$ cat config.mk
export PLATFORM = sky130hd
export DESIGN_NAME = cart_mapper_top
export DESIGN_NICKNAME = d
export VERILOG_FILES = /design/src/logic/gb_cart_pkg.sv /design/src/logic/cart_mapper_top.sv /design/src/logic/request_issue.sv /design/src/logic/bank_mapper.sv /design/src/logic/mbc_registers.sv /design/src/logic/cart_header_capture.sv
export SDC_FILE = /design/constraint.sdc
export NUM_CORES = 1
export LEC_CHECK = 0
export ABC_AREA = 1
export BUFFER_PORTS_ARGS = -buffer_cell sky130_fd_sc_hd__buf_2
export CAP_MARGIN = 0
export CORE_UTILIZATION = 55
export DETAILED_ROUTE_END_ITERATION = 8
export PLACE_DENSITY = 0.85
export SYNTH_ARGS = -nofsm -noshare
export SYNTH_HDL_FRONTEND = slang
export SYNTH_SLANG_ARGS = --single-unit
$ cat constraint.sdc
create_clock -name clk_sys -period 4.85 [get_ports clk_sys]
set_clock_uncertainty 0.1 [all_clocks]
set_input_delay 0.97 -clock clk_sys [delete_from_list [all_inputs] [get_ports clk_sys]]
set_output_delay 0.97 -clock clk_sys [all_outputs]
set_load 0.05 [all_outputs]
$ cat src/logic/gb_cart_pkg.sv
// cartridge widths and header offsets
// mapper kinds and bank number types
`default_nettype none

package gb_cart_pkg;

	//----------------------------------------------------------------------
	// bus widths
	//----------------------------------------------------------------------
	localparam int CPU_ADDR_W  = 16;  // cpu cartridge window
	localparam int CPU_DATA_W  = 8;
	localparam int DL_ADDR_W   = 25;  // download byte address
	localparam int DL_DATA_W   = 16;  // download word
	localparam int ROM_ADDR_W  = 23;  // 512 banks of 16k
	localparam int CRAM_ADDR_W = 17;  // 16 banks of 8k

	//----------------------------------------------------------------------
	// header offsets in the rom image
	//----------------------------------------------------------------------
	// type code sits in the upper byte of this word
	localparam logic [DL_ADDR_W-1:0] HDR_TYPE_ADDR = DL_ADDR_W'('h146);
	// rom size in lower byte, ram size in upper byte
	localparam logic [DL_ADDR_W-1:0] HDR_SIZE_ADDR = DL_ADDR_W'('h148);

	localparam logic [3:0] RAM_ENABLE_KEY = 4'hA;  // low nibble opens cart ram

	// mapper kinds decoded from the type code
	typedef enum logic [2:0] {
		MAPPER_NONE = 3'd0,
		MAPPER_MBC1 = 3'd1,
		MAPPER_MBC2 = 3'd2,
		MAPPER_MBC3 = 3'd3,
		MAPPER_MBC5 = 3'd4
	} mapper_kind_e;

	typedef logic [8:0] rom_bank_t;  // 16k rom bank number
	typedef logic [3:0] ram_bank_t;  // 8k ram bank number

endpackage

`default_nettype wire
$ cat src/logic/cart_mapper_top.sv
// cartridge mapper top level
// header capture, register stage, bank mapping and request issue
`timescale 1ns/1ns
`default_nettype none

module cart_mapper_top import gb_cart_pkg::*; #(
	parameter int MEM_CREDITS = 4,   // initial memory credits
	parameter int BUF_DEPTH   = 4    // request fifo depth
) (
	input  wire logic                  clk_sys,
	input  wire logic                  reset,
	input  wire logic                  dl_active_i,
	input  wire logic                  dl_wr_i,
	input  wire logic [DL_ADDR_W-1:0]  dl_addr_i,
	input  wire logic [DL_DATA_W-1:0]  dl_data_i,
	input  wire logic                  cpu_valid_i,
	input  wire logic                  cpu_wr_i,
	input  wire logic [CPU_ADDR_W-1:0] cpu_addr_i,
	input  wire logic [CPU_DATA_W-1:0] cpu_data_i,
	output logic                       cpu_ready_o,
	output logic                       mem_valid_o,
	output logic                       mem_is_cram_o,
	output logic                       mem_wr_o,
	output logic [ROM_ADDR_W-1:0]      mem_addr_o,
	output logic [CPU_DATA_W-1:0]      mem_data_o,
	input  wire logic                  mem_credit_i
);

	mapper_kind_e            mapper;
	rom_bank_t               rom_mask;
	ram_bank_t               ram_mask;

	// stage 1 to stage 2
	logic                    s1_valid, s1_wr, s1_mbc1_mode, s1_rtc_sel, s1_ram_en;
	logic [CPU_ADDR_W-1:0]   s1_addr;
	logic [CPU_DATA_W-1:0]   s1_data;
	mapper_kind_e            s1_mapper;
	rom_bank_t               s1_rom_bank, s1_rom_mask;
	ram_bank_t               s1_ram_bank, s1_ram_mask;

	// stage 2 to issue
	logic                    map_valid, map_keep, map_is_cram, map_wr;
	logic [ROM_ADDR_W-1:0]   map_addr;
	logic [CPU_DATA_W-1:0]   map_data;

	cart_header_capture hdr0 (
		.clk_sys    (clk_sys),
		.reset      (reset),
		.dl_wr_i    (dl_wr_i),
		.dl_addr_i  (dl_addr_i),
		.dl_data_i  (dl_data_i),
		.mapper_o   (mapper),
		.rom_mask_o (rom_mask),
		.ram_mask_o (ram_mask)
	);

	mbc_registers regs0 (
		.clk_sys        (clk_sys),
		.reset          (reset),
		.dl_active_i    (dl_active_i),
		.cpu_valid_i    (cpu_valid_i),
		.cpu_ready_i    (cpu_ready_o),
		.cpu_wr_i       (cpu_wr_i),
		.cpu_addr_i     (cpu_addr_i),
		.cpu_data_i     (cpu_data_i),
		.mapper_i       (mapper),
		.rom_mask_i     (rom_mask),
		.ram_mask_i     (ram_mask),
		.s1_valid_o     (s1_valid),
		.s1_wr_o        (s1_wr),
		.s1_addr_o      (s1_addr),
		.s1_data_o      (s1_data),
		.s1_mapper_o    (s1_mapper),
		.s1_rom_bank_o  (s1_rom_bank),
		.s1_ram_bank_o  (s1_ram_bank),
		.s1_mbc1_mode_o (s1_mbc1_mode),
		.s1_rtc_sel_o   (s1_rtc_sel),
		.s1_ram_en_o    (s1_ram_en),
		.s1_rom_mask_o  (s1_rom_mask),
		.s1_ram_mask_o  (s1_ram_mask)
	);

	bank_mapper map0 (
		.clk_sys        (clk_sys),
		.reset          (reset),
		.s1_valid_i     (s1_valid),
		.s1_wr_i        (s1_wr),
		.s1_addr_i      (s1_addr),
		.s1_data_i      (s1_data),
		.s1_mapper_i    (s1_mapper),
		.s1_rom_bank_i  (s1_rom_bank),
		.s1_ram_bank_i  (s1_ram_bank),
		.s1_mbc1_mode_i (s1_mbc1_mode),
		.s1_rtc_sel_i   (s1_rtc_sel),
		.s1_ram_en_i    (s1_ram_en),
		.s1_rom_mask_i  (s1_rom_mask),
		.s1_ram_mask_i  (s1_ram_mask),
		.map_valid_o    (map_valid),
		.map_keep_o     (map_keep),
		.map_is_cram_o  (map_is_cram),
		.map_wr_o       (map_wr),
		.map_addr_o     (map_addr),
		.map_data_o     (map_data)
	);

	request_issue #(
		.MEM_CREDITS (MEM_CREDITS),
		.BUF_DEPTH   (BUF_DEPTH)
	) issue0 (
		.clk_sys       (clk_sys),
		.reset         (reset),
		.cpu_valid_i   (cpu_valid_i),
		.map_valid_i   (map_valid),
		.map_keep_i    (map_keep),
		.map_is_cram_i (map_is_cram),
		.map_wr_i      (map_wr),
		.map_addr_i    (map_addr),
		.map_data_i    (map_data),
		.mem_credit_i  (mem_credit_i),
		.cpu_ready_o   (cpu_ready_o),
		.mem_valid_o   (mem_valid_o),
		.mem_is_cram_o (mem_is_cram_o),
		.mem_wr_o      (mem_wr_o),
		.mem_addr_o    (mem_addr_o),
		.mem_data_o    (mem_data_o)
	);

endmodule

`default_nettype wire

$ cat src/logic/request_issue.sv
// stage 3 of the cartridge pipeline
// request fifo, in-flight reservation, memory credits and cpu ready
`timescale 1ns/1ns
`default_nettype none

module request_issue import gb_cart_pkg::*; #(
	parameter int MEM_CREDITS = 4,
	parameter int BUF_DEPTH   = 4
) (
	input  wire logic                  clk_sys,
	input  wire logic                  reset,
	input  wire logic                  cpu_valid_i,
	input  wire logic                  map_valid_i,
	input  wire logic                  map_keep_i,
	input  wire logic                  map_is_cram_i,
	input  wire logic                  map_wr_i,
	input  wire logic [ROM_ADDR_W-1:0] map_addr_i,
	input  wire logic [CPU_DATA_W-1:0] map_data_i,
	input  wire logic                  mem_credit_i,
	output logic                       cpu_ready_o,
	output logic                       mem_valid_o,
	output logic                       mem_is_cram_o,
	output logic                       mem_wr_o,
	output logic [ROM_ADDR_W-1:0]      mem_addr_o,
	output logic [CPU_DATA_W-1:0]      mem_data_o
);

	localparam int PTR_W   = (BUF_DEPTH > 1) ? $clog2(BUF_DEPTH) : 1;
	localparam int CNT_W   = $clog2(BUF_DEPTH + 1);
	localparam int CRD_W   = $clog2(MEM_CREDITS + 1);
	localparam int ENTRY_W = 2 + ROM_ADDR_W + CPU_DATA_W;  // cram, wr, addr, data

	logic [ENTRY_W-1:0] req_mem [BUF_DEPTH];
	logic [PTR_W-1:0]   wr_ptr, rd_ptr;
	logic [CNT_W-1:0]   fill_cnt;        // requests held in the fifo
	logic [CNT_W-1:0]   inflight_cnt;    // accepted, not yet out of stage 2
	logic [CRD_W-1:0]   credit_cnt;
	logic [CNT_W:0]     occupancy;
	logic               cpu_acc, push, pop;

	//----------------------------------------------------------------------
	// cpu side reservation
	//----------------------------------------------------------------------
	assign occupancy   = {1'b0, fill_cnt} + {1'b0, inflight_cnt};
	assign cpu_ready_o = (occupancy < (CNT_W + 1)'(BUF_DEPTH));  // fifo cannot overflow
	assign cpu_acc     = cpu_valid_i & cpu_ready_o;

	assign push = map_valid_i & map_keep_i;            // dropped accesses only release
	assign pop  = (fill_cnt != '0) && (credit_cnt != '0);

	always_ff @(posedge clk_sys) begin
		if (reset) begin
			inflight_cnt <= '0;
			fill_cnt     <= '0;
			credit_cnt   <= CRD_W'(MEM_CREDITS);
			wr_ptr       <= '0;
			rd_ptr       <= '0;
		end else begin
			inflight_cnt <= inflight_cnt + CNT_W'(cpu_acc) - CNT_W'(map_valid_i);
			fill_cnt     <= fill_cnt + CNT_W'(push) - CNT_W'(pop);
			credit_cnt   <= credit_cnt + CRD_W'(mem_credit_i) - CRD_W'(pop);
			if (push)
				wr_ptr <= (wr_ptr == PTR_W'(BUF_DEPTH - 1)) ? '0 : wr_ptr + 1'b1;
			if (pop)
				rd_ptr <= (rd_ptr == PTR_W'(BUF_DEPTH - 1)) ? '0 : rd_ptr + 1'b1;
		end
	end

	// fifo storage
	always_ff @(posedge clk_sys) begin
		if (push)
			req_mem[wr_ptr] <= {map_is_cram_i, map_wr_i, map_addr_i, map_data_i};
	end

	//----------------------------------------------------------------------
	// memory port, head shown for one cycle per credit spent
	//----------------------------------------------------------------------
	assign mem_valid_o = pop;
	assign {mem_is_cram_o, mem_wr_o, mem_addr_o, mem_data_o} = req_mem[rd_ptr];

endmodule

`default_nettype wire

$ cat src/logic/bank_mapper.sv
// stage 2 of the cartridge pipeline
// rom and cart ram address translation, drop of non-memory accesses
`timescale 1ns/1ns
`default_nettype none

module bank_mapper import gb_cart_pkg::*; (
	input  wire logic                  clk_sys,
	input  wire logic                  reset,
	input  wire logic                  s1_valid_i,
	input  wire logic                  s1_wr_i,
	input  wire logic [CPU_ADDR_W-1:0] s1_addr_i,
	input  wire logic [CPU_DATA_W-1:0] s1_data_i,
	input  mapper_kind_e               s1_mapper_i,
	input  rom_bank_t                  s1_rom_bank_i,
	input  ram_bank_t                  s1_ram_bank_i,
	input  wire logic                  s1_mbc1_mode_i,
	input  wire logic                  s1_rtc_sel_i,
	input  wire logic                  s1_ram_en_i,
	input  rom_bank_t                  s1_rom_mask_i,
	input  ram_bank_t                  s1_ram_mask_i,
	output logic                       map_valid_o,
	output logic                       map_keep_o,
	output logic                       map_is_cram_o,
	output logic                       map_wr_o,
	output logic [ROM_ADDR_W-1:0]      map_addr_o,
	output logic [CPU_DATA_W-1:0]      map_data_o
);

	logic      is_rom_rd;   // read in 0000-7fff
	logic      is_cram;     // a000-bfff window
	logic      keep;
	rom_bank_t rom_hi;      // bank seen in 4000-7fff
	rom_bank_t rom_sel;
	ram_bank_t ram_sel;

	assign is_rom_rd = ~s1_addr_i[15] & ~s1_wr_i;
	assign is_cram   = (s1_addr_i[15:13] == 3'b101);

	//----------------------------------------------------------------------
	// bank selection per mapper
	//----------------------------------------------------------------------
	always_comb begin
		case (s1_mapper_i)
			MAPPER_MBC1: begin
				// mode 0 puts the ram bank bits on the upper rom lines
				rom_hi  = {2'b00, (s1_mbc1_mode_i ? 2'b00 : s1_ram_bank_i[1:0]),
				           s1_rom_bank_i[4:0]} & s1_rom_mask_i;
				ram_sel = {2'b00, (s1_mbc1_mode_i ? s1_ram_bank_i[1:0] : 2'b00)}
				          & s1_ram_mask_i;
			end
			MAPPER_MBC2: begin
				rom_hi  = {2'b00, s1_rom_bank_i[6:0]} & s1_rom_mask_i;
				ram_sel = '0;                                   // single 512x4 ram
			end
			MAPPER_MBC3: begin
				rom_hi  = {2'b00, s1_rom_bank_i[6:0]} & s1_rom_mask_i;
				ram_sel = {2'b00, s1_ram_bank_i[1:0]} & s1_ram_mask_i;
			end
			MAPPER_MBC5: begin
				rom_hi  = s1_rom_bank_i & s1_rom_mask_i;         // full 9 bits, bank 0 ok
				ram_sel = s1_ram_bank_i & s1_ram_mask_i;
			end
			default: begin
				rom_hi  = rom_bank_t'(1);                       // flat 32k image
				ram_sel = '0;
			end
		endcase
	end

	assign rom_sel = s1_addr_i[14] ? rom_hi : '0;          // 0000-3fff is bank 0

	// ram only when opened and not switched to the rtc
	assign keep = is_rom_rd | (is_cram & s1_ram_en_i & ~s1_rtc_sel_i);

	always_ff @(posedge clk_sys) begin
		if (reset) begin
			map_valid_o <= 1'b0;
			map_keep_o  <= 1'b0;
		end else begin
			map_valid_o <= s1_valid_i;                      // every access arrives once
			map_keep_o  <= s1_valid_i & keep;
		end
	end

	always_ff @(posedge clk_sys) begin
		map_is_cram_o <= is_cram;
		map_wr_o      <= s1_wr_i;
		map_data_o    <= s1_data_i;
		if (is_cram)
			map_addr_o <= ROM_ADDR_W'({ram_sel, s1_addr_i[12:0]});
		else
			map_addr_o <= {rom_sel, s1_addr_i[13:0]};
	end

endmodule

`default_nettype wire

$ cat src/logic/mbc_registers.sv
// stage 1 of the cartridge pipeline
// bank register writes and access capture with the bank snapshot
`timescale 1ns/1ns
`default_nettype none

module mbc_registers import gb_cart_pkg::*; (
	input  wire logic                  clk_sys,
	input  wire logic                  reset,
	input  wire logic                  dl_active_i,
	input  wire logic                  cpu_valid_i,
	input  wire logic                  cpu_ready_i,
	input  wire logic                  cpu_wr_i,
	input  wire logic [CPU_ADDR_W-1:0] cpu_addr_i,
	input  wire logic [CPU_DATA_W-1:0] cpu_data_i,
	input  mapper_kind_e               mapper_i,
	input  rom_bank_t                  rom_mask_i,
	input  ram_bank_t                  ram_mask_i,
	output logic                       s1_valid_o,
	output logic                       s1_wr_o,
	output logic [CPU_ADDR_W-1:0]      s1_addr_o,
	output logic [CPU_DATA_W-1:0]      s1_data_o,
	output mapper_kind_e               s1_mapper_o,
	output rom_bank_t                  s1_rom_bank_o,
	output ram_bank_t                  s1_ram_bank_o,
	output logic                       s1_mbc1_mode_o,
	output logic                       s1_rtc_sel_o,
	output logic                       s1_ram_en_o,
	output rom_bank_t                  s1_rom_mask_o,
	output ram_bank_t                  s1_ram_mask_o
);

	logic      cpu_acc;                  // transfer this cycle
	logic      reg_wr;                   // accepted write into 0000-7fff
	rom_bank_t rom_bank_q, rom_bank_n;
	ram_bank_t ram_bank_q, ram_bank_n;
	logic      mode_q, mode_n;           // mbc1 banking mode
	logic      rtc_q, rtc_n;             // mbc3 rtc select
	logic      ram_en_q, ram_en_n;

	assign cpu_acc = cpu_valid_i & cpu_ready_i;
	assign reg_wr  = cpu_acc & cpu_wr_i & ~cpu_addr_i[15];

	//----------------------------------------------------------------------
	// register write decode
	//----------------------------------------------------------------------
	always_comb begin
		rom_bank_n = rom_bank_q;
		ram_bank_n = ram_bank_q;
		mode_n     = mode_q;
		rtc_n      = rtc_q;
		ram_en_n   = ram_en_q;
		if (reg_wr) begin
			case (cpu_addr_i[14:13])
				2'b00: ram_en_n = (cpu_data_i[3:0] == RAM_ENABLE_KEY);
				2'b01: begin
					if (mapper_i == MAPPER_MBC5) begin
						if (cpu_addr_i[12])
							rom_bank_n[8] = cpu_data_i[0];    // 3xxx high bit
						else
							rom_bank_n[7:0] = cpu_data_i;     // 2xxx low byte
					end else if (cpu_data_i[6:0] == 7'd0) begin
						rom_bank_n = rom_bank_t'(1);          // bank 0 reads as 1
					end else begin
						rom_bank_n = {2'b00, cpu_data_i[6:0]};
					end
				end
				2'b10: begin
					if (mapper_i == MAPPER_MBC3) begin
						rtc_n = cpu_data_i[3];
						if (!cpu_data_i[3])
							ram_bank_n = {2'b00, cpu_data_i[1:0]};
					end else if (mapper_i == MAPPER_MBC5) begin
						ram_bank_n = cpu_data_i[3:0];
					end else begin
						ram_bank_n = {2'b00, cpu_data_i[1:0]};
					end
				end
				default: begin
					if (mapper_i == MAPPER_MBC1)
						mode_n = cpu_data_i[0];
				end
			endcase
		end
	end

	always_ff @(posedge clk_sys) begin
		if (reset || dl_active_i) begin       // new image resets the mapper
			rom_bank_q <= rom_bank_t'(1);
			ram_bank_q <= '0;
			mode_q     <= 1'b0;
			rtc_q      <= 1'b0;
			ram_en_q   <= 1'b0;
		end else begin
			rom_bank_q <= rom_bank_n;
			ram_bank_q <= ram_bank_n;
			mode_q     <= mode_n;
			rtc_q      <= rtc_n;
			ram_en_q   <= ram_en_n;
		end
	end

	// stage 1 output, valid is the only control bit
	always_ff @(posedge clk_sys) begin
		if (reset)
			s1_valid_o <= 1'b0;
		else
			s1_valid_o <= cpu_acc;
	end

	// snapshot holds the state after this access's own write
	always_ff @(posedge clk_sys) begin
		if (cpu_acc) begin
			s1_wr_o        <= cpu_wr_i;
			s1_addr_o      <= cpu_addr_i;
			s1_data_o      <= cpu_data_i;
			s1_mapper_o    <= mapper_i;
			s1_rom_bank_o  <= rom_bank_n;
			s1_ram_bank_o  <= ram_bank_n;
			s1_mbc1_mode_o <= mode_n;
			s1_rtc_sel_o   <= rtc_n;
			s1_ram_en_o    <= ram_en_n;
			s1_rom_mask_o  <= rom_mask_i;
			s1_ram_mask_o  <= ram_mask_i;
		end
	end

endmodule

`default_nettype wire

$ cat src/logic/cart_header_capture.sv
// header byte capture during rom download
// mapper kind, rom mask and ram mask decoding
`timescale 1ns/1ns
`default_nettype none

module cart_header_capture import gb_cart_pkg::*; (
	input  wire logic                 clk_sys,
	input  wire logic                 reset,
	input  wire logic                 dl_wr_i,
	input  wire logic [DL_ADDR_W-1:0] dl_addr_i,
	input  wire logic [DL_DATA_W-1:0] dl_data_i,
	output mapper_kind_e              mapper_o,
	output rom_bank_t                 rom_mask_o,
	output ram_bank_t                 ram_mask_o
);

	logic [7:0] type_code;  // cartridge type byte
	logic [7:0] rom_code;   // rom size byte
	logic [7:0] ram_code;   // ram size byte

	always_ff @(posedge clk_sys) begin
		if (reset) begin
			type_code <= 8'h00;
			rom_code  <= 8'h00;
			ram_code  <= 8'h00;
		end else if (dl_wr_i) begin
			if (dl_addr_i == HDR_TYPE_ADDR)
				type_code <= dl_data_i[15:8];
			if (dl_addr_i == HDR_SIZE_ADDR) begin
				rom_code <= dl_data_i[7:0];
				ram_code <= dl_data_i[15:8];
			end
		end
	end

	// type code ranges per mapper family
	always_comb begin
		if (type_code >= 8'd1 && type_code <= 8'd3)
			mapper_o = MAPPER_MBC1;
		else if (type_code >= 8'd5 && type_code <= 8'd6)
			mapper_o = MAPPER_MBC2;
		else if (type_code >= 8'd15 && type_code <= 8'd19)
			mapper_o = MAPPER_MBC3;
		else if (type_code >= 8'd25 && type_code <= 8'd30)
			mapper_o = MAPPER_MBC5;
		else
			mapper_o = MAPPER_NONE;  // plain rom or unsupported
	end

	// 2^(n+1) banks for codes 0..8, odd sizes fold to 128 banks
	assign rom_mask_o = (rom_code <= 8'd8) ? rom_bank_t'((10'd2 << rom_code[3:0]) - 10'd1)
	                                       : rom_bank_t'(127);

	assign ram_mask_o = (ram_code <= 8'd2) ? 4'h0 :   // none, 2k or 8k
	                    (ram_code == 8'd3) ? 4'h3 :   // 32k, 4 banks
	                                         4'hF;    // 128k, 16 banks

endmodule

`default_nettype wire

==> results of run 1 <==
## cell type report
cell class              count  area, um^2
clock buffers              35         736
clock inverters            15         158
fillers                  1320        6530
inverters                  93         352
multi-input cells         500        2600
flip-flops and latches    277        7410
well taps                 234         293
repair buffers            110         561
## stage by stage
stage / power (W) / instances
detailed placement: 0.00471 / 1214
CTS: 0.00677 / 1264
global route: 0.00701 / 1264
floorplan: 0.00427 / 898
finish: 0.00675 / 1264
global placement: 0.00464 / 1214
## how the worst max path moves through the flow
| stage | from | endpoint | cells after the start |
|---|---|---|---|
| after floorplan | issue0.fill_cnt[1] | issue0.inflight_cnt[2] | 12 |
| after global placement | flop | mem_addr_o[12] | 4 |
| after detailed placement | flop | mem_addr_o[15] | 4 |
| after CTS | flop | mem_data_o[5] | 4 |
| after global routing | flop | mem_data_o[0] | 5 |
| final | flop | mem_data_o[5] | 4 |
## per-layer routing
metal | global-route usage (%) | up-vias | routed length, um
met2 | 38.1 | 293 | 10500
met5 | 0 | - | 0
li1 | - | 3316 | -
met1 | 26.8 | 3246 | 8520
met3 | 3.21 | 46 | 1350
met4 | 7.58 | 0 | 545
## sequential cells by signal, indices dropped and copies added (netlist names), 4 cells and up, named ones only
signal,count
hdr0.ram_code,8
hdr0.rom_code,8
hdr0.type_code,8
issue0.req_mem,132
map0.map_addr_o,23
map0.map_data_o,8
regs0.ram_bank_q,4
regs0.rom_bank_q,9
regs0.s1_addr_o,16
regs0.s1_data_o,8
regs0.s1_ram_bank_o,4
regs0.s1_rom_bank_o,9
regs0.s1_rom_mask_o,8
## synth_stat cells, drive strengths merged, types with 3 or more instances
library cell and instances:
a21oi 13, buf 7, clkbuf 21, dfxtp 91
edfxtp 186, fa 3, ha 14, inv 93
nand2 77, nand3 22, nand4 19, nor2 183
nor3 7, nor4 3, o21ai 108, o22ai 35
or2 3
## cell families (layout without fill, tap and decap cells)
kind of cell	Yosys count	after routing	share of synthesized area, %
and+or+nand+nor	316	316	13.6
DFF	277	277	70.8
AOI/OAI and AO/OA	162	162	8.35
buffers and inverters	121	253	4.58
adders and majority gates	17	17	2.25
xor gates and xnor gates	4	4	0.335
muxes	1	1	0.108
## report_power, final
group          internal, W  leakage [nW]  switching, W
clock              0.00123         0.441      0.000843
combinational     0.000407          1.95       0.00128
sequential         0.00285          2.49      0.000137
total              0.00449          4.88       0.00226
## layout by cell type, fill, tap and decap left out, types with 2 or more instances in the layout
cell and count:
a21oi_1 13, buf_2 106, buf_4 4, bufinv_16 3, clkbuf_1 5, clkbuf_16 27, clkbuf_8 3, clkinv_1 7
clkinv_2 5, dfxtp_1 90, edfxtp_1 186, fa_1 3, ha_1 14, inv_1 90, nand2_1 77, nand3_1 18
nand3_2 3, nand4_1 18, nor2_1 171, nor2_2 3, nor2_4 8, nor3_1 3, nor3_2 2, nor3_4 2
nor4_1 3, o21ai_0 104, o21ai_1 4, o22ai_1 35, or2_2 2, xnor2_1 2, xor2_1 2
==> flow_metrics.py, run 1 <==
metrics = {
    "cts": {
        "clk_latency_ns": 0.54,
        "cts_buffers": 27,
        "clk_path_buf_depth": 3,
        "cts_tree": "done",
        "ctsResizeCount": 0,
        "cts.clk_slew.worst_paths_ns": 0.06,
        "cts_hold_buf": 0,
        "cts-root-buf": "clkbuf_16",
        "htreeDepth": 1,
        "numClockSinks": 277,
        "post_cts_buffers": 0,
    },
    "grt": {
        "grt_max_degree": 67,
        "grt_overflow": 0,
        "grtUsageTotal_pct": 21.5,
        "antenna_found_initial": 0,
        "grt_pass1_vias": 6748,
        "grt_pass1_wl_um": 32900,
    },
    "detailed_routing": {
        "detail_route.wl_per_cell_um": 16.6,
        "first_pass_iters": 5,
        "ant_nets": 0,
        "routed_via_density": 5.46,
        "drt-total-wl_um": 20900,
        "drtIter0Drc": 413,
        "vias": 6901,
        "drcViolationCount": 0,
    },
    "synthesis": {
        "synth_area_leaders": "edfxtp_1 53%, dfxtp_1 17%, nor2_1 6.3%",
        "synth_flop_cell": "edfxtp_1",
        "netlist.area_leader.share_pct": 53.4,
        "synth_cell_types": 41,
        "synth_nets": 987,
        "synth_edf_count": 186,
        "async_flop_share_pct": 0,
        "synth_warnings": 0,
        "syn_area_mm2": 0.0105,
        "synth_seq_area_share_pct": 70.8,
        "postSynthCellCount": 898,
        "synth_top_area_cell": "edfxtp_1",
        "synth_seq_cells": 277,
        "avgSynthCellArea_um2": 11.6,
    },
    "status": {
        "status": "completed",
    },
    "setup_path": {
        "crit_family": "buffers and inverters",
        "crit_chain": "inv_1 -> o21ai_0 -> o22ai_1 -> buf_2",
        "cp_slowest_cell": "inv_1",
        "r2r_slack_ns": 2.54,
        "path_class": "reg -> out",
        "crit_buf_inv": 2,
        "critPathCaptureType": "output pin",
        "cpPeakStageDelay_ns": 0.73,
        "r2r_start": "issue0.fill_cnt[1]",
        "worst_setup_path_start_kind": "flop",
        "worstPathRequired_ns": 3.78,
        "timing.rr.end": "issue0.inflight_cnt[2]",
        "cp_data_arrival_time_ns": 2.44,
        "cp_max_fo": 33,
        "rr_worst_depth": 12,
    },
    "die": {
        "die_area_mm2": 0.0196,
        "die_w_um": 140,
        "row_count": 50,
        "die_h_um": 140,
        "io-pin-count": 107,
        "initial_core_util_pct": 56.1,
        "design.core.area_mm2": 0.0186,
    },
    "layout": {
        "fin_area_mm2": 0.0121,
        "nets": 1098,
        "layout-area-overhead-vs-synth_pct": 15.8,
        "diodes": 0,
        "drive_above_1_share_pct": 17.2,
        "final_core_util_pct": 65.0,
    },
    "placed_design": {
        "dpl_worst_slack_ns": 1.97,
        "gp_congestion": 0.853,
        "postPlaceCellArea_mm2": 0.0112,
        "io_buffers": 106,
        "hpwlAfterDp_um": 13000,
    },
    "timing": {
        "layout_setup_ws_ns": 1.34,
        "worstMarginPinSlew_ns": 1.10,
        "finalSetupViolCount": 0,
        "whs_ns": 0.240,
        "fmax_mhz": 285,
        "fin_crit_sh_pct": 72.3,
        "rsz0062_at_grt": "no",
        "finalSetupTns_ns": 0,
        "finalCriticalPeriod_ns": 3.51,
        "drv_slew": 0,
        "relSlewSlack_pct": 26.7,
        "hold_violations": 0,
    },
    "worst_hold_path": {
        "min_path_type": "reg -> reg",
        "holdPathEnd": "map0.map_addr_o[7]",
        "whs_path_depth": 0,
        "hold_start": "regs0.s1_addr_o[7]",
    },
    "power": {
        "p_leak_nw": 4.88,
        "powerDensity_mw_per_mm2": 558,
        "peakVddDrop_mv": 0.283,
    },
    "job": {
        "maxCapViolations": 0,
    },
}
(Power assumes the default switching activity.)
==> inputs of run 2 (changes only) <==
==> constraint.sdc (replaced) <==
create_clock -name clk_sys -period 3.43 [get_ports clk_sys]
set_clock_uncertainty 0.1 [all_clocks]
set_input_delay 0.686 -clock clk_sys [delete_from_list [all_inputs] [get_ports clk_sys]]
set_output_delay 0.686 -clock clk_sys [all_outputs]
set_load 0.05 [all_outputs]
==> flow_metrics.py, run 2 (same netlist as run 1, synthesis figures left out) <==
metrics = {
    "status": {
        "status": "completed",
    },
    "layout": {
        "fillers": 1301,
        "nets": 1103,
        "diodes": 0,
        "largest_reg_flops": 132,
        "final_cell_mix": "186 x edfxtp_1, 171 x nor2_1, 106 x buf_2, 104 x o21ai_0",
        "layout_commonest_cell": "edfxtp_1",
        "layout-area-overhead-vs-synth_pct": 16.8,
        "final_core_util_pct": 65.5,
        "drive_above_1_share_pct": 18.2,
        "seq_area_mm2": 0.00741,
        "regMostFlops": "issue0.req_mem",
        "reg_top3": "issue0.req_mem x132, map0.map_addr_o x23, regs0.s1_addr_o x16",
        "multi_input_area_mm2": 0.00260,
    },
    "cts": {
        "clk_latency_ns": 0.54,
        "cts.clk_slew.worst_paths_ns": 0.06,
        "cts-root-buf": "clkbuf_16",
        "cts_hold_buf": 0,
        "cts_tree": "done",
        "ctsResizeCount": 0,
        "post_cts_buffers": 0,
        "numClockSinks": 277,
        "cts_buffers": 27,
        "htreeDepth": 1,
        "clk_path_buf_depth": 3,
    },
    "die": {
        "die_w_um": 140,
        "io-pin-count": 107,
        "initial_core_util_pct": 56.1,
        "die_area_mm2": 0.0196,
        "row_count": 50,
        "design.core.area_mm2": 0.0186,
        "die_h_um": 140,
    },
    "setup_path": {
        "worst_setup_path_start_kind": "flop",
        "timing.rr.end": "issue0.fill_cnt[2]",
        "cp_max_fo": 66,
        "critPathCaptureType": "output pin",
        "worstPathRequired_ns": 2.64,
        "cp_data_arrival_time_ns": 2.36,
        "r2r_slack_ns": 1.08,
        "path_class": "reg -> out",
        "r2r_start": "issue0.fill_cnt[1]",
        "rr_worst_depth": 12,
    },
    "timing": {
        "finalSetupTns_ns": 0,
        "whs_ns": 0.227,
        "fin_crit_sh_pct": 91.6,
        "relSlewSlack_pct": 47.6,
        "rsz0062_at_grt": "no",
        "fmax_mhz": 318,
        "hold_violations": 0,
        "finalSetupViolCount": 0,
        "worstMarginPinSlew_ns": 0.785,
        "drv_slew": 0,
        "layout_setup_ws_ns": 0.289,
        "finalCriticalPeriod_ns": 3.14,
    },
    "detailed_routing": {
        "ant_nets": 0,
        "drcViolationCount": 0,
        "detail_route.wl_per_cell_um": 16.9,
        "routed_via_density": 5.53,
        "vias": 7023,
        "first_pass_iters": 5,
        "drtIter0Drc": 573,
        "drt-total-wl_um": 21500,
    },
    "worst_hold_path": {
        "hold_start": "cpu_addr_i[5]",
        "holdPathEnd": "regs0.s1_addr_o[5]",
        "whs_path_depth": 1,
        "min_path_type": "in -> reg",
    },
    "power": {
        "p_leak_nw": 4.93,
        "powerDensity_mw_per_mm2": 799,
        "peakVddDrop_mv": 0.528,
    },
    "grt": {
        "grt_pass1_wl_um": 34000,
        "grt_max_degree": 67,
        "antenna_found_initial": 0,
        "grt_pass1_vias": 6893,
        "grtUsageTotal_pct": 22.3,
        "grt_overflow": 0,
    },
    "placed_design": {
        "dpl_worst_slack_ns": 1.02,
        "io_buffers": 106,
        "hpwlAfterDp_um": 13300,
        "gp_congestion": 0.855,
    },
    "job": {
        "maxCapViolations": 0,
    },
}
## run 2: changes by cell type in the layout (fill, tap and decap cells not counted)
cell,delta
clkinv_2,-2
buf_4,+5
clkinvlp_4,+3
inv_2,-1
clkbuf_1,-1
clkinv_1,-5
clkbuf_16,+2
inv_6,+2
clkinv_4,+2
## run 2: cell type report
cell class              count  share of cell area (%)
multi-input cells         500                    21.3
repair buffers            115                    4.89
clock inverters            14                    1.46
flip-flops and latches    277                    60.6
clock buffers              36                    6.40
well taps                 234                    2.40
inverters                  93                    2.91
## run 2: how the worst max path moves through the flow
stage	from	endpoint	cells past startpoint
final	flop	mem_addr_o[9]	4
after global routing	flop	mem_addr_o[9]	4
after CTS	flop	mem_addr_o[9]	4
after detailed placement	flop	mem_data_o[7]	4
after global placement	flop	mem_addr_o[14]	4
after floorplan	issue0.fill_cnt[1]	issue0.inflight_cnt[2]	12
## run 2: where the power goes
group          switching, W  internal (W)  total [W]
logic               0.00185      0.000580    0.00243
clock network       0.00125       0.00185    0.00310
registers          0.000200       0.00403    0.00423
total               0.00330       0.00647    0.00977
## run 2: stage by stage
| stage | instances | instance area [um^2] | total power [W] |
|---|---|---|---|
| 6_report | 1269 | 12200 | 0.00977 |
| 5_1_grt | 1269 | 12200 | 0.0101 |
| 2_1_floorplan | 898 | 10500 | 0.00604 |
| 4_1_cts | 1269 | 12200 | 0.00979 |
| 3_5_place_dp | 1219 | 11300 | 0.00668 |
| 3_3_place_gp | 1219 | 11300 | 0.00658 |
## run 2: critical path: stages, from the launching register on
cell     delay, ns
dfxtp_2       0.32
buf_4         0.52
o21ai_0       0.28
o22ai_1       0.34
buf_2         0.33
## run 2: layer usage
| layer | GRT usage [%] | share of wire, % |
|---|---|---|
| met1 | 27.6 | 40 |
| met2 | 39.7 | 50 |
| met3 | 3.42 | 6.9 |
| met4 | 7.81 | 3.2 |
| met5 | 0 | 0 |
==> inputs of run 3 (changes only) <==
--- a/config.mk
+++ b/config.mk
@@ -9,6 +9,7 @@
 export BUFFER_PORTS_ARGS = -buffer_cell sky130_fd_sc_hd__buf_2
 export CAP_MARGIN = 0
 export CORE_UTILIZATION = 55
+export CTS_BUF_LIST = sky130_fd_sc_hd__clkbuf_4 sky130_fd_sc_hd__clkbuf_8
 export DETAILED_ROUTE_END_ITERATION = 8
 export PLACE_DENSITY = 0.85
 export SYNTH_ARGS = -nofsm -noshare
==> flow_metrics.py, run 3 (same netlist as run 1, synthesis figures left out) <==
metrics = {
    "timing": {
        "rsz0062_at_grt": "no",
        "hold_violations": 0,
        "fin_crit_sh_pct": 87.9,
        "fmax_mhz": 331,
        "worstMarginPinSlew_ns": 0.791,
        "finalCriticalPeriod_ns": 3.02,
        "relSlewSlack_pct": 47.2,
        "layout_setup_ws_ns": 0.413,
        "finalSetupViolCount": 0,
        "finalSetupTns_ns": 0,
        "drv_slew": 0,
    },
    "power": {
        "peakVddDrop_mv": 0.322,
        "p_leak_nw": 4.97,
        "powerDensity_mw_per_mm2": 781,
        "seqPwrFrac_pct": 44.3,
        "power.internal_w": 0.00631,
        "p_sw_share_pct": 33.9,
        "p_comb_share_pct": 25.0,
        "p_clk_share_pct": 30.6,
        "switchingPower_w": 0.00323,
    },
    "die": {
        "initial_core_util_pct": 56.1,
        "io-pin-count": 107,
        "row_count": 50,
        "die_h_um": 140,
        "die_area_mm2": 0.0196,
        "design.core.area_mm2": 0.0186,
        "die_w_um": 140,
    },
    "setup_path": {
        "cpPeakStageDelay_ns": 0.49,
        "crit_family": "buffers and inverters",
        "critPathCaptureType": "output pin",
        "path_class": "reg -> out",
        "crit_buf_inv": 2,
        "cp_data_arrival_time_ns": 2.23,
        "worst_setup_path_start_kind": "flop",
        "worstPathRequired_ns": 2.64,
        "cp_slowest_cell": "buf_4",
        "crit_chain": "buf_4 -> o21ai_0 -> o22ai_1 -> buf_2",
        "cp_max_fo": 66,
    },
    "grt": {
        "antenna_found_initial": 0,
        "grt_overflow": 0,
        "grt_pass1_wl_um": 32800,
        "grtUsageTotal_pct": 21.4,
        "grt_pass1_vias": 6781,
        "grt_max_degree": 67,
    },
    "placed_design": {
        "dpl_worst_slack_ns": 1.02,
        "gp_congestion": 0.855,
        "postPlaceCellArea_mm2": 0.0113,
        "io_buffers": 106,
        "hpwlAfterDp_um": 13300,
        "dp_cells": 1219,
    },
    "cts": {
        "clk_latency_ns": 0.54,
        "numClockSinks": 277,
        "post_cts_buffers": 0,
        "ctsResizeCount": 0,
        "cts.clk_slew.worst_paths_ns": 0.06,
        "htreeDepth": 2,
        "clk_path_buf_depth": 3,
        "cts_tree": "done",
        "cts-root-buf": "clkbuf_8",
        "cts_buffers": 44,
        "cts_hold_buf": 0,
    },
    "layout": {
        "drive_above_1_share_pct": 20.9,
        "instances_no_fill": 1300,
        "regMostFlops": "issue0.req_mem",
        "layout-area-overhead-vs-synth_pct": 16.8,
        "nets": 1120,
        "reg_top3": "issue0.req_mem x132, map0.map_addr_o x23, regs0.s1_addr_o x16",
        "diodes": 0,
        "layout_commonest_cell": "edfxtp_1",
        "largest_reg_flops": 132,
        "fin_area_mm2": 0.0122,
        "final_cell_mix": "186 x edfxtp_1, 171 x nor2_1, 106 x buf_2, 104 x o21ai_0",
    },
    "detailed_routing": {
        "first_pass_iters": 5,
        "wl_met1_um": 8420,
        "drcViolationCount": 0,
        "detail_route.wl_per_cell_um": 15.8,
        "route.met2.wl_um": 10200,
        "drtIter0Drc": 525,
        "routed-wl-met3_um": 1490,
        "ant_nets": 0,
        "top_layer_used": "met4",
        "routed_via_density": 5.36,
        "drt-total-wl_um": 20500,
        "vias": 6974,
    },
    "worst_hold_path": {
        "min_path_type": "in -> reg",
    },
    "job": {
        "maxCapViolations": 0,
    },
    "status": {
        "status": "completed",
    },
}
-- run 3: changes by cell type in the layout (fill, tap and decap cells not counted), sizes merged --
cell,change
bufinv,-2
clkinv,-3
clkinvlp,-1
clkbuf,+37
-- run 3: per-stage QoR --
step | power, W | util [%] | hold WS, ns
3_5_place_dp | 0.00668 | 60.4 | 0.228
3_3_place_gp | 0.00658 | 60.4 | 0.224
4_1_cts | 0.00960 | 65.5 | 0.180
6_report | 0.00954 | 65.5 | 0.217
5_1_grt | 0.00996 | 65.5 | 0.192
2_1_floorplan | 0.00604 | - | 0.223
-- run 3: layout make-up --
class                           count  area [um^2]
Inverter                           93          355
Tap cell                          234          293
Sequential cell                   277         7410
Fill cell                        1318         6430
Multi-Input combinational cell    500         2600
Clock buffer                       73          873
Timing Repair Buffer              115          598
Clock inverter                      8         81.3
-- run 3: worst paths after layout --
| check | from | end | slack (ns) | cells past startpoint |
|---|---|---|---|---|
| worst max-delay path | flop | mem_addr_o[8] | 0.41 | 4 |
| worst min-delay path | cpu_addr_i[6] | regs0.s1_addr_o[6] | 0.22 | 1 |
| worst max register to register | issue0.fill_cnt[1] | issue0.fill_cnt[2] | 1.07 | 12 |
| worst min register to register | regs0.s1_addr_o[12] | map0.map_addr_o[12] | 0.23 | 0 |
-- run 3: power groups by stage --
stage | registers [W] | clock network (W) | logic (W)
6_report | 0.00423 | 0.00292 | 0.00239
2_1_floorplan | 0.00423 | 0 | 0.00181
3_5_place_dp | 0.00430 | 0 | 0.00238
4_1_cts | 0.00423 | 0.00298 | 0.00239
3_3_place_gp | 0.00427 | 0 | 0.00231
5_1_grt | 0.00427 | 0.00312 | 0.00258
-- run 3: per-layer routing --
layer,global-route usage (%),vias up
li1,-,3374
met1,26.9,3273
met2,36.9,291
met3,4.48,36
met4,7.29,0
met5,0,-
